==> src/hdl/board_pkg.sv <==
//////////////////////////////////////////////////
// Shared widths, bit positions and bus structs of
// the arcade board-support block. Modules import it
// inside their bodies and use scoped names in ports.
//////////////////////////////////////////////////

package board_pkg;

    localparam int BOARD_JOY_W = 16;    // Raw joystick word from the board
    localparam int GAME_JOY_W  = 10;    // Joystick word seen by the game core
    localparam int OUT_COLOR_W = 8;     // Per channel, towards the scan doubler

    // Direction bits, common to board and game words
    localparam int JOY_RIGHT = 0;
    localparam int JOY_LEFT  = 1;
    localparam int JOY_DOWN  = 2;
    localparam int JOY_UP    = 3;

    // Shifted up by one when the game uses three buttons
    localparam int START1_BASE = 6;
    localparam int START2_BASE = 7;
    localparam int COIN_BASE   = 8;
    localparam int PAUSE_BASE  = 9;

    // Decoded keyboard state, all active high
    typedef struct packed {
        logic [GAME_JOY_W-1:0] joy1;
        logic [GAME_JOY_W-1:0] joy2;
        logic [1:0]            start;
        logic [1:0]            coin;
        logic                  reset;     // Soft reset key
        logic                  pause;
        logic                  service;
        logic [3:0]            gfx;       // Layer enable toggles
        logic [3:0]            vgactrl;
        logic                  rsvd;
    } key_state_t;

    // OSD status word, already laid out by the menu
    typedef struct packed {
        logic        flip;
        logic        rot_control;   // Screen rotated, swap directions
        logic        test;
        logic        pause_dip;
        logic [1:0]  fxlevel;
        logic [25:0] rsvd;
    } osd_status_t;

    typedef struct packed {
        logic [GAME_JOY_W-1:0] joy1;
        logic [GAME_JOY_W-1:0] joy2;
        logic [1:0]            coin;
        logic [1:0]            start;
        logic                  service;
    } game_inputs_t;

    typedef struct packed {
        logic [OUT_COLOR_W-1:0] r;
        logic [OUT_COLOR_W-1:0] g;
        logic [OUT_COLOR_W-1:0] b;
        logic                   hs;
        logic                   vs;
        logic                   de;   // High in the active picture
        logic                   cen;  // Pixel strobe aligned with the data
    } video_out_t;

endpackage

==> src/hdl/reset_seq.sv <==
//////////////////////////////////////////////////
// Reset sequencer. Stretches the board reset into
// sys_rst and keeps a longer game_rst that restarts
// on download, reset request, soft reset or a flip
// setting change. Both outputs are registered.
//////////////////////////////////////////////////
`timescale 1ns/1ns

module reset_seq #(
    parameter int RST_STRETCH      = 32,
    parameter int GAME_RST_STRETCH = 64
) (
    input  logic clk_sys,
    input  logic rst,
    input  logic downloading,
    input  logic rst_req,
    input  logic soft_rst,
    input  logic dip_flip,
    output logic sys_rst,
    output logic game_rst
);

    localparam int SYS_CNT_W  = $clog2(RST_STRETCH + 1);
    localparam int GAME_CNT_W = $clog2(GAME_RST_STRETCH + 1);

    logic [SYS_CNT_W-1:0]  sys_cnt;
    logic [GAME_CNT_W-1:0] game_cnt;
    logic                  last_flip;
    logic                  flip_chg;
    logic                  game_trig;

    // Power-on stretch
    always_ff @(posedge clk_sys) begin
        if (rst) begin
            sys_cnt <= '0;
            sys_rst <= 1'b1;
        end else if (sys_cnt != SYS_CNT_W'(RST_STRETCH)) begin
            sys_cnt <= sys_cnt + 1'b1;
            sys_rst <= 1'b1;
        end else begin
            sys_rst <= 1'b0;
        end
    end

    always_ff @(posedge clk_sys) begin
        last_flip <= dip_flip;   // Flipping the screen restarts the game
    end

    assign flip_chg  = last_flip != dip_flip;
    assign game_trig = sys_rst | downloading | rst_req | soft_rst | flip_chg;

    // Any trigger restarts the count
    always_ff @(posedge clk_sys) begin
        if (rst || game_trig) begin
            game_cnt <= '0;
            game_rst <= 1'b1;
        end else if (game_cnt != GAME_CNT_W'(GAME_RST_STRETCH)) begin
            game_cnt <= game_cnt + 1'b1;
            game_rst <= 1'b1;
        end else begin
            game_rst <= 1'b0;
        end
    end

endmodule

==> src/hdl/input_mapper.sv <==
//////////////////////////////////////////////////
// Player input mapper. Syncs both board sticks,
// merges them with the decoded keys, swaps the
// directions on rotated screens and inverts all
// fields for active-low games. Two cycles of latency.
//////////////////////////////////////////////////
`timescale 1ns/1ns

module input_mapper #(
    parameter int THREE_BUTTONS = 0,
    parameter bit ACTIVE_LOW    = 1'b1
) (
    input  logic                              clk_sys,
    input  logic                              sys_rst,
    input  logic [board_pkg::BOARD_JOY_W-1:0] board_joy1,
    input  logic [board_pkg::BOARD_JOY_W-1:0] board_joy2,
    input  board_pkg::key_state_t             keys,
    input  logic                              rot_control,
    output board_pkg::game_inputs_t           game_in,
    output logic                              joy_pause
);
    import board_pkg::*;

    localparam int START1_BIT = START1_BASE + THREE_BUTTONS;
    localparam int START2_BIT = START2_BASE + THREE_BUTTONS;
    localparam int COIN_BIT   = COIN_BASE + THREE_BUTTONS;
    localparam int PAUSE_BIT  = PAUSE_BASE + THREE_BUTTONS;

    // Inactive level of every field, also the inversion mask
    localparam game_inputs_t IDLE = game_inputs_t'({$bits(game_inputs_t){ACTIVE_LOW}});

    logic [BOARD_JOY_W-1:0] joy1_sync;
    logic [BOARD_JOY_W-1:0] joy2_sync;
    key_state_t             keys_q;
    game_inputs_t           next_in;

    // Right/left and down/up trade places on a rotated screen
    function automatic logic [GAME_JOY_W-1:0] rotate_joy(
        input logic [GAME_JOY_W-1:0] joy,
        input logic                  rot
    );
        logic [GAME_JOY_W-1:0] swapped;
        swapped            = joy;
        swapped[JOY_RIGHT] = joy[JOY_LEFT];
        swapped[JOY_LEFT]  = joy[JOY_RIGHT];
        swapped[JOY_DOWN]  = joy[JOY_UP];
        swapped[JOY_UP]    = joy[JOY_DOWN];
        return rot ? swapped : joy;
    endfunction

    always_ff @(posedge clk_sys) begin
        joy1_sync <= board_joy1;
        joy2_sync <= board_joy2;
        keys_q    <= keys;
    end

    assign joy_pause = joy1_sync[PAUSE_BIT] | joy2_sync[PAUSE_BIT];

    always_comb begin
        next_in.joy1    = rotate_joy(joy1_sync[GAME_JOY_W-1:0] | keys_q.joy1, rot_control);
        next_in.joy2    = rotate_joy(joy2_sync[GAME_JOY_W-1:0] | keys_q.joy2, rot_control);
        next_in.coin    = {joy2_sync[COIN_BIT], joy1_sync[COIN_BIT]} | keys_q.coin;
        // Either stick may start either player
        next_in.start   = {joy1_sync[START2_BIT], joy1_sync[START1_BIT]}
                        | {joy2_sync[START2_BIT], joy2_sync[START1_BIT]}
                        | keys_q.start;
        next_in.service = keys_q.service;
    end

    always_ff @(posedge clk_sys) begin
        if (sys_rst) begin
            game_in <= IDLE;
        end else begin
            game_in <= next_in ^ IDLE;
        end
    end

endmodule

==> src/hdl/ctrl_toggles.sv <==
//////////////////////////////////////////////////
// Control toggles. Rising key edges flip pause and
// the graphics and video enables; the reset key
// gives a one-cycle soft reset pulse.
//////////////////////////////////////////////////
`timescale 1ns/1ns

module ctrl_toggles (
    input  logic                  clk_sys,
    input  logic                  sys_rst,
    input  board_pkg::key_state_t keys,
    input  logic                  joy_pause,
    input  logic                  pause_dip,
    output logic                  game_pause,
    output logic [3:0]            gfx_en,
    output logic [3:0]            vgactrl_en,
    output logic                  soft_rst
);

    logic       last_pause;
    logic       last_joypause;
    logic       last_reset;
    logic [3:0] last_gfx;
    logic [3:0] last_vgactrl;
    logic       pause_rise;
    logic [3:0] gfx_rise;
    logic [3:0] vgactrl_rise;

    // Previous key levels for edge detection
    always_ff @(posedge clk_sys) begin
        last_pause    <= keys.pause;
        last_joypause <= joy_pause;
        last_reset    <= keys.reset;
        last_gfx      <= keys.gfx;
        last_vgactrl  <= keys.vgactrl;
    end

    assign pause_rise   = (keys.pause & ~last_pause) | (joy_pause & ~last_joypause);
    assign gfx_rise     = keys.gfx & ~last_gfx;
    assign vgactrl_rise = keys.vgactrl & ~last_vgactrl;

    always_ff @(posedge clk_sys) begin
        if (sys_rst) begin
            game_pause <= 1'b0;
            gfx_en     <= 4'hf;    // All layers on
            vgactrl_en <= 4'hf;
            soft_rst   <= 1'b0;
        end else begin
            if (pause_dip) begin
                game_pause <= 1'b1;    // DIP holds the game paused
            end else if (pause_rise) begin
                game_pause <= ~game_pause;
            end
            gfx_en     <= gfx_en ^ gfx_rise;
            vgactrl_en <= vgactrl_en ^ vgactrl_rise;
            soft_rst   <= keys.reset & ~last_reset;
        end
    end

endmodule

==> src/hdl/color_expand.sv <==
//////////////////////////////////////////////////
// Video colour expander. Widens COLORW-bit game
// colour to 8 bits per channel by repeating the
// top bits, and registers it with syncs, de and
// the pixel strobe. One cycle of latency.
//////////////////////////////////////////////////
`timescale 1ns/1ns

module color_expand #(
    parameter int COLORW = 4    // 3 to 8
) (
    input  logic                  clk_sys,
    input  logic                  sys_rst,
    input  logic [COLORW-1:0]     game_r,
    input  logic [COLORW-1:0]     game_g,
    input  logic [COLORW-1:0]     game_b,
    input  logic                  lhbl,
    input  logic                  lvbl,
    input  logic                  hs,
    input  logic                  vs,
    input  logic                  pxl_cen,
    output board_pkg::video_out_t video
);
    import board_pkg::*;

    localparam int REPS = OUT_COLOR_W / COLORW + 1;   // Enough copies to fill 8 bits

    function automatic logic [OUT_COLOR_W-1:0] extend(input logic [COLORW-1:0] c);
        logic [REPS*COLORW-1:0] rep;
        rep = {REPS{c}};
        return rep[REPS*COLORW-1 -: OUT_COLOR_W];
    endfunction

    always_ff @(posedge clk_sys) begin
        video.r  <= extend(game_r);
        video.g  <= extend(game_g);
        video.b  <= extend(game_b);
        video.hs <= hs;
        video.vs <= vs;
        video.de <= lhbl & lvbl;    // Both blankings are active low
        // No pixel strobes towards the scan doubler during reset
        if (sys_rst) begin
            video.cen <= 1'b0;
        end else begin
            video.cen <= pxl_cen;
        end
    end

endmodule

==> src/hdl/board_top.sv <==
//////////////////////////////////////////////////
// Board-support top level. Ties the reset
// sequencer, input mapper, control toggles and
// colour expander together on clk_sys. Game
// options are set through the parameters below.
//////////////////////////////////////////////////
`timescale 1ns/1ns

module board_top #(
    parameter int THREE_BUTTONS    = 0,
    parameter bit ACTIVE_LOW       = 1'b1,
    parameter int COLORW           = 4,
    parameter int RST_STRETCH      = 32,
    parameter int GAME_RST_STRETCH = 64
) (
    input  logic                              clk_sys,
    input  logic                              rst,
    input  logic [board_pkg::BOARD_JOY_W-1:0] board_joy1,
    input  logic [board_pkg::BOARD_JOY_W-1:0] board_joy2,
    input  board_pkg::key_state_t             keys,
    input  board_pkg::osd_status_t            status,
    input  logic                              downloading,
    input  logic                              rst_req,
    input  logic [COLORW-1:0]                 game_r,
    input  logic [COLORW-1:0]                 game_g,
    input  logic [COLORW-1:0]                 game_b,
    input  logic                              lhbl,
    input  logic                              lvbl,
    input  logic                              hs,
    input  logic                              vs,
    input  logic                              pxl_cen,
    output logic                              sys_rst,
    output logic                              game_rst,
    output board_pkg::game_inputs_t           game_in,
    output logic                              game_pause,
    output logic [3:0]                        gfx_en,
    output logic [3:0]                        vgactrl_en,
    output logic                              dip_flip,
    output logic                              dip_test,
    output board_pkg::video_out_t             video
);

    logic joy_pause;    // Pause button on either stick
    logic soft_rst;

    assign dip_flip = status.flip;
    assign dip_test = status.test;

    reset_seq #(
        .RST_STRETCH      ( RST_STRETCH      ),
        .GAME_RST_STRETCH ( GAME_RST_STRETCH )
    ) u_reset_seq (
        .clk_sys     ( clk_sys     ),
        .rst         ( rst         ),
        .downloading ( downloading ),
        .rst_req     ( rst_req     ),
        .soft_rst    ( soft_rst    ),
        .dip_flip    ( dip_flip    ),
        .sys_rst     ( sys_rst     ),
        .game_rst    ( game_rst    )
    );

    input_mapper #(
        .THREE_BUTTONS ( THREE_BUTTONS ),
        .ACTIVE_LOW    ( ACTIVE_LOW    )
    ) u_input_mapper (
        .clk_sys     ( clk_sys            ),
        .sys_rst     ( sys_rst            ),
        .board_joy1  ( board_joy1         ),
        .board_joy2  ( board_joy2         ),
        .keys        ( keys               ),
        .rot_control ( status.rot_control ),
        .game_in     ( game_in            ),
        .joy_pause   ( joy_pause          )
    );

    ctrl_toggles u_ctrl_toggles (
        .clk_sys    ( clk_sys          ),
        .sys_rst    ( sys_rst          ),
        .keys       ( keys             ),
        .joy_pause  ( joy_pause        ),
        .pause_dip  ( status.pause_dip ),
        .game_pause ( game_pause       ),
        .gfx_en     ( gfx_en           ),
        .vgactrl_en ( vgactrl_en       ),
        .soft_rst   ( soft_rst         )
    );

    color_expand #(
        .COLORW ( COLORW )
    ) u_color_expand (
        .clk_sys ( clk_sys ),
        .sys_rst ( sys_rst ),
        .game_r  ( game_r  ),
        .game_g  ( game_g  ),
        .game_b  ( game_b  ),
        .lhbl    ( lhbl    ),
        .lvbl    ( lvbl    ),
        .hs      ( hs      ),
        .vs      ( vs      ),
        .pxl_cen ( pxl_cen ),
        .video   ( video   )
    );

endmodule

==> config.mk <==
export PLATFORM = sky130hd
export DESIGN_NAME = board_top
export DESIGN_NICKNAME = d
export VERILOG_FILES = /design/src/hdl/board_pkg.sv /design/src/hdl/reset_seq.sv /design/src/hdl/input_mapper.sv /design/src/hdl/ctrl_toggles.sv /design/src/hdl/color_expand.sv /design/src/hdl/board_top.sv
export SDC_FILE = /design/constraint.sdc
export NUM_CORES = 1
export LEC_CHECK = 0
export BUFFER_PORTS_ARGS = -buffer_cell sky130_fd_sc_hd__buf_2
export CAP_MARGIN = 40
export CORE_ASPECT_RATIO = 2
export CORE_MARGIN = 4
export CORE_UTILIZATION = 40
export DETAILED_ROUTE_END_ITERATION = 7
export HOLD_SLACK_MARGIN = 0.02
export PLACE_DENSITY_LB_ADDON = 0.05
export SYNTH_ARGS = -nofsm -noshare
export SYNTH_HDL_FRONTEND = slang
export SYNTH_HIERARCHICAL = 1
export SYNTH_SLANG_ARGS = --single-unit
==> constraint.sdc <==
create_clock -name clk_sys -period 1.8 [get_ports clk_sys]
set_input_delay 0.27 -clock clk_sys [delete_from_list [all_inputs] [get_ports clk_sys]]
set_output_delay 0.27 -clock clk_sys [all_outputs]
set_load 0.03 [all_outputs]
==> summary.txt <==
Outcome
  – Status: finished, final reports clean

Critical path
  – WS Path Type: flip-flop to flip-flop
  – CP Launch Type: flip-flop
  – Reg2reg path depth: 4
  – Critical Path AT: 1.80 ns
  – CP max FO: 5
  – Type of element capturing the critical path: flip-flop
  – Required @ worst endpoint: 2.08 ns

Clocking
  – Clock Path Buffers: 2
  – CTS tree: done
  – Root Buffer Master: clkbuf_16
  – Clock Sinks: 123
  – CTS buffer count: 17
  – Clk slew on worst S/H paths: 0.06 ns
  – H-tree levels: 4
  – Clk_lat worst skew: 0.41 ns

Drt
  – Post-DR vias/cell: 4.38
  – Number of remaining DRC errors: 0
  – DRT Pass-1 Iters: 4
  – Iter 0 DRT Violations: 60
  – Post-DR wirelength/cell: 12.2 um
  – DRT Wirelength: 7410 um
  – Routed Antenna Nets: 0
  – DR vias: 2655

Timing
  – Number of setup violations in the final report: 0
  – Fmax: 658 MHz
  – Min Tclk post-route: 1.52 ns
  – Clk_skew: 0.0104 ns
  – TNS Setup: 0 ns
  – Final hold vios: 0
  – Slew HR: 0.632
  – Crit share post-route: 0.844
  – Worst Tran Pin Value: 0.551 ns
  – WHS: 0.0620 ns
  – Unrepaired setup endpoints after global routing: false
  – Final Slew Violations: 0

Yosys
  – Synth Cell Area: 0.00350 mm^2
  – Seq/Total Area, Yosys: 0.704
  – YS warnings: 6
  – Syn avg cell area: 12.6 um^2
  – Distinct cells, synth: 30
  – Post-Syn Nets: 402
  – Cells after Synth: 277
  – Number of synthesized register bits: 123

Power
  – Switch share: 0.208
  – Clock power share: 0.514
  – Seq pwr share: 0.430
  – Cell Pwr Density: 1190 mW/mm^2
  – Maximum vdd drop: 0.000890 V
  – Pint: 5.25 mW
  – P_leak: 2.39 nW
  – Psw: 1.38 mW
  – Overall Power: 6.63 mW
  – Logic pwr share: 0.056

Floorplanning
  – Die height: 140 um
  – Total Die Area: 0.0104 mm^2
  – DIE WIDTH: 74.1 um
  – Rows: 48
  – Core Box Area: 0.00859 mm^2
  – Effective utilization at floorplan: 0.407
  – Io pins: 187

Place
  – Final Wtd Congestion: 0.657
  – Hpwl dp: 4900 um
  – PortBufs: 143

Finish
  – Diode count: 0
  – Fin nets: 618
  – Share of cells above drive strength 1: 0.383
  – Util after Layout: 0.646
  – Area grow syn2layout: 58.6%

Global route
  – Pin count of the biggest net entering global routing: 32
  – GRT overflow: 0
  – Initial antenna violation count: 0
  – GRT Total Usage: 0.154
  – Vias in the first global route: 2767
  – Global-route wire length before repair: 12000 um

Run
  – Max-Cap Viols: 0

Worst hold path
  – Worst Hold Path Cells: 2
  – Class of the worst hold path: input pin to flip-flop
==> final timing paths <==
check | from | end | slack, ns
worst max register to register | u_reset_seq/sys_cnt[0]$_SDFFE_PP0P_ | u_reset_seq/sys_rst$_SDFF_PP1_ | 0.28
worst max-delay path | u_reset_seq/sys_cnt[0]$_SDFFE_PP0P_ | u_reset_seq/sys_rst$_SDFF_PP1_ | 0.28
worst min-delay path | lvbl | u_color_expand/video[1]$_DFF_P_ | 0.06
worst min register to register | u_input_mapper/keys_q[9]$_DFF_P_ | u_input_mapper/game_in[0]$_SDFF_PP1_ | 0.38
==> routing by layer <==
metal  global-route usage  vias up  share of wire
li1                     -     1349              -
met1                0.142     1186           0.34
met2                0.270      108           0.54
met3               0.0740       12          0.097
met4               0.0802        0          0.018
met5                    0        -              0
==> critical path: stages (launching register included) <==
cell and delay, ns:
dfxtp_1 0.35, inv_1 0.09, ha_1 0.15, or4b_1 0.49
or3_1 0.32
==> sequential cells by signal, indices dropped and copies added (netlist names), 4 cells and up <==
name	cells
u_input_mapper/joy2_sync	10
u_ctrl_toggles/vgactrl_en	4
u_color_expand/video	16
u_reset_seq/sys_cnt	6
u_ctrl_toggles/gfx_en	4
u_input_mapper/joy1_sync	10
u_ctrl_toggles/last_vgactrl	4
u_input_mapper/game_in	25
u_reset_seq/game_cnt	7
u_input_mapper/keys_q	25
u_ctrl_toggles/last_gfx	4
==> per-stage QoR <==
step | cell area [um^2] | std cells | setup slack (ns)
final | 5550 | 606 | 0.281
after global routing | 5550 | 606 | 0.217
after CTS | 5550 | 606 | 0.290
after detailed placement | 4240 | 504 | 0.300
after global placement | 4240 | 504 | 0.319
after floorplan | 3500 | 277 | 0.382
==> Yosys cell counts <==
master    count  area (um^2)
a211oi_1      1         7.51
a21oi_1       6         30.0
a21oi_2       1         8.76
a22oi_1       8         60.1
a311oi_2      1         15.0
and2_1        1         6.26
buf_4        14          105
buf_6         1         11.3
clkbuf_1      3         11.3
dfxtp_1     123         2460
ha_1          4         50.1
inv_1         5         18.8
nand2_1       3         11.3
nand2b_1     11         68.8
nand2b_2      2         17.5
nand3_1      10         50.1
nor2_1        6         22.5
nor2b_1      10         62.6
nor2b_4       1         13.8
nor3_1       10         50.1
nor3b_1       1         7.51
nor4b_1       2         17.5
o21ai_0       6         30.0
o21bai_1     14          105
or2_2        11         68.8
or3_1         5         31.3
or4b_1        1         10.0
or4b_4        1         13.8
xnor2_1      11         96.3
xor2_1        4         35.0
==> cell usage in the layout, fill, tap and decap left out, types with 10 or more instances in the layout <==
cell           count
dfxtp_1          123
clkbuf_16         17
o21bai_1          14
nor3_1            10
dlygate4sd3_1     70
nand3_1           10
xnor2_1           11
or2_2             11
nor2b_1           10
buf_2            143
nand2b_1          11
==> logic make-up (layout without fill, tap and decap cells) <==
kind of cell,count (synthesis),count (layout),synth area share
and+or+nand+nor,75,75,0.129
DFF,123,123,0.704
AOI/OAI and AO/OA,37,37,0.0733
buffers and inverters,23,252,0.0418
adders and majority gates,4,4,0.0143
xor gates and xnor gates,15,15,0.0376
==> timing repair <==
| action | CTS | global route |
|---|---|---|
| hold endpoints to repair | 70 | 0 |
| resized for setup | 0 | 0 |
| hold buffers | 70 | 0 |
| buffers inserted | 0 | 0 |
==> power groups by stage <==
stage               clock (mW)  combinational, mW  sequential, mW
global placement             0              0.245            2.90
global route              3.62              0.404            2.86
floorplan                    0              0.117            2.94
CTS                       3.50              0.369            2.85
detailed placement           0              0.250            2.91
finish                    3.41              0.369            2.85
==> final cells by class <==
type,count,area [um^2]
Clock buffer,18,439
Sequential cell,123,2460
Tap cell,100,125
Fill cell,669,3040
Multi-Input combinational cell,131,890
Clock inverter,14,170
Inverter,5,18.8
Timing Repair Buffer,215,1440
Power figures use the tool's default switching activity.
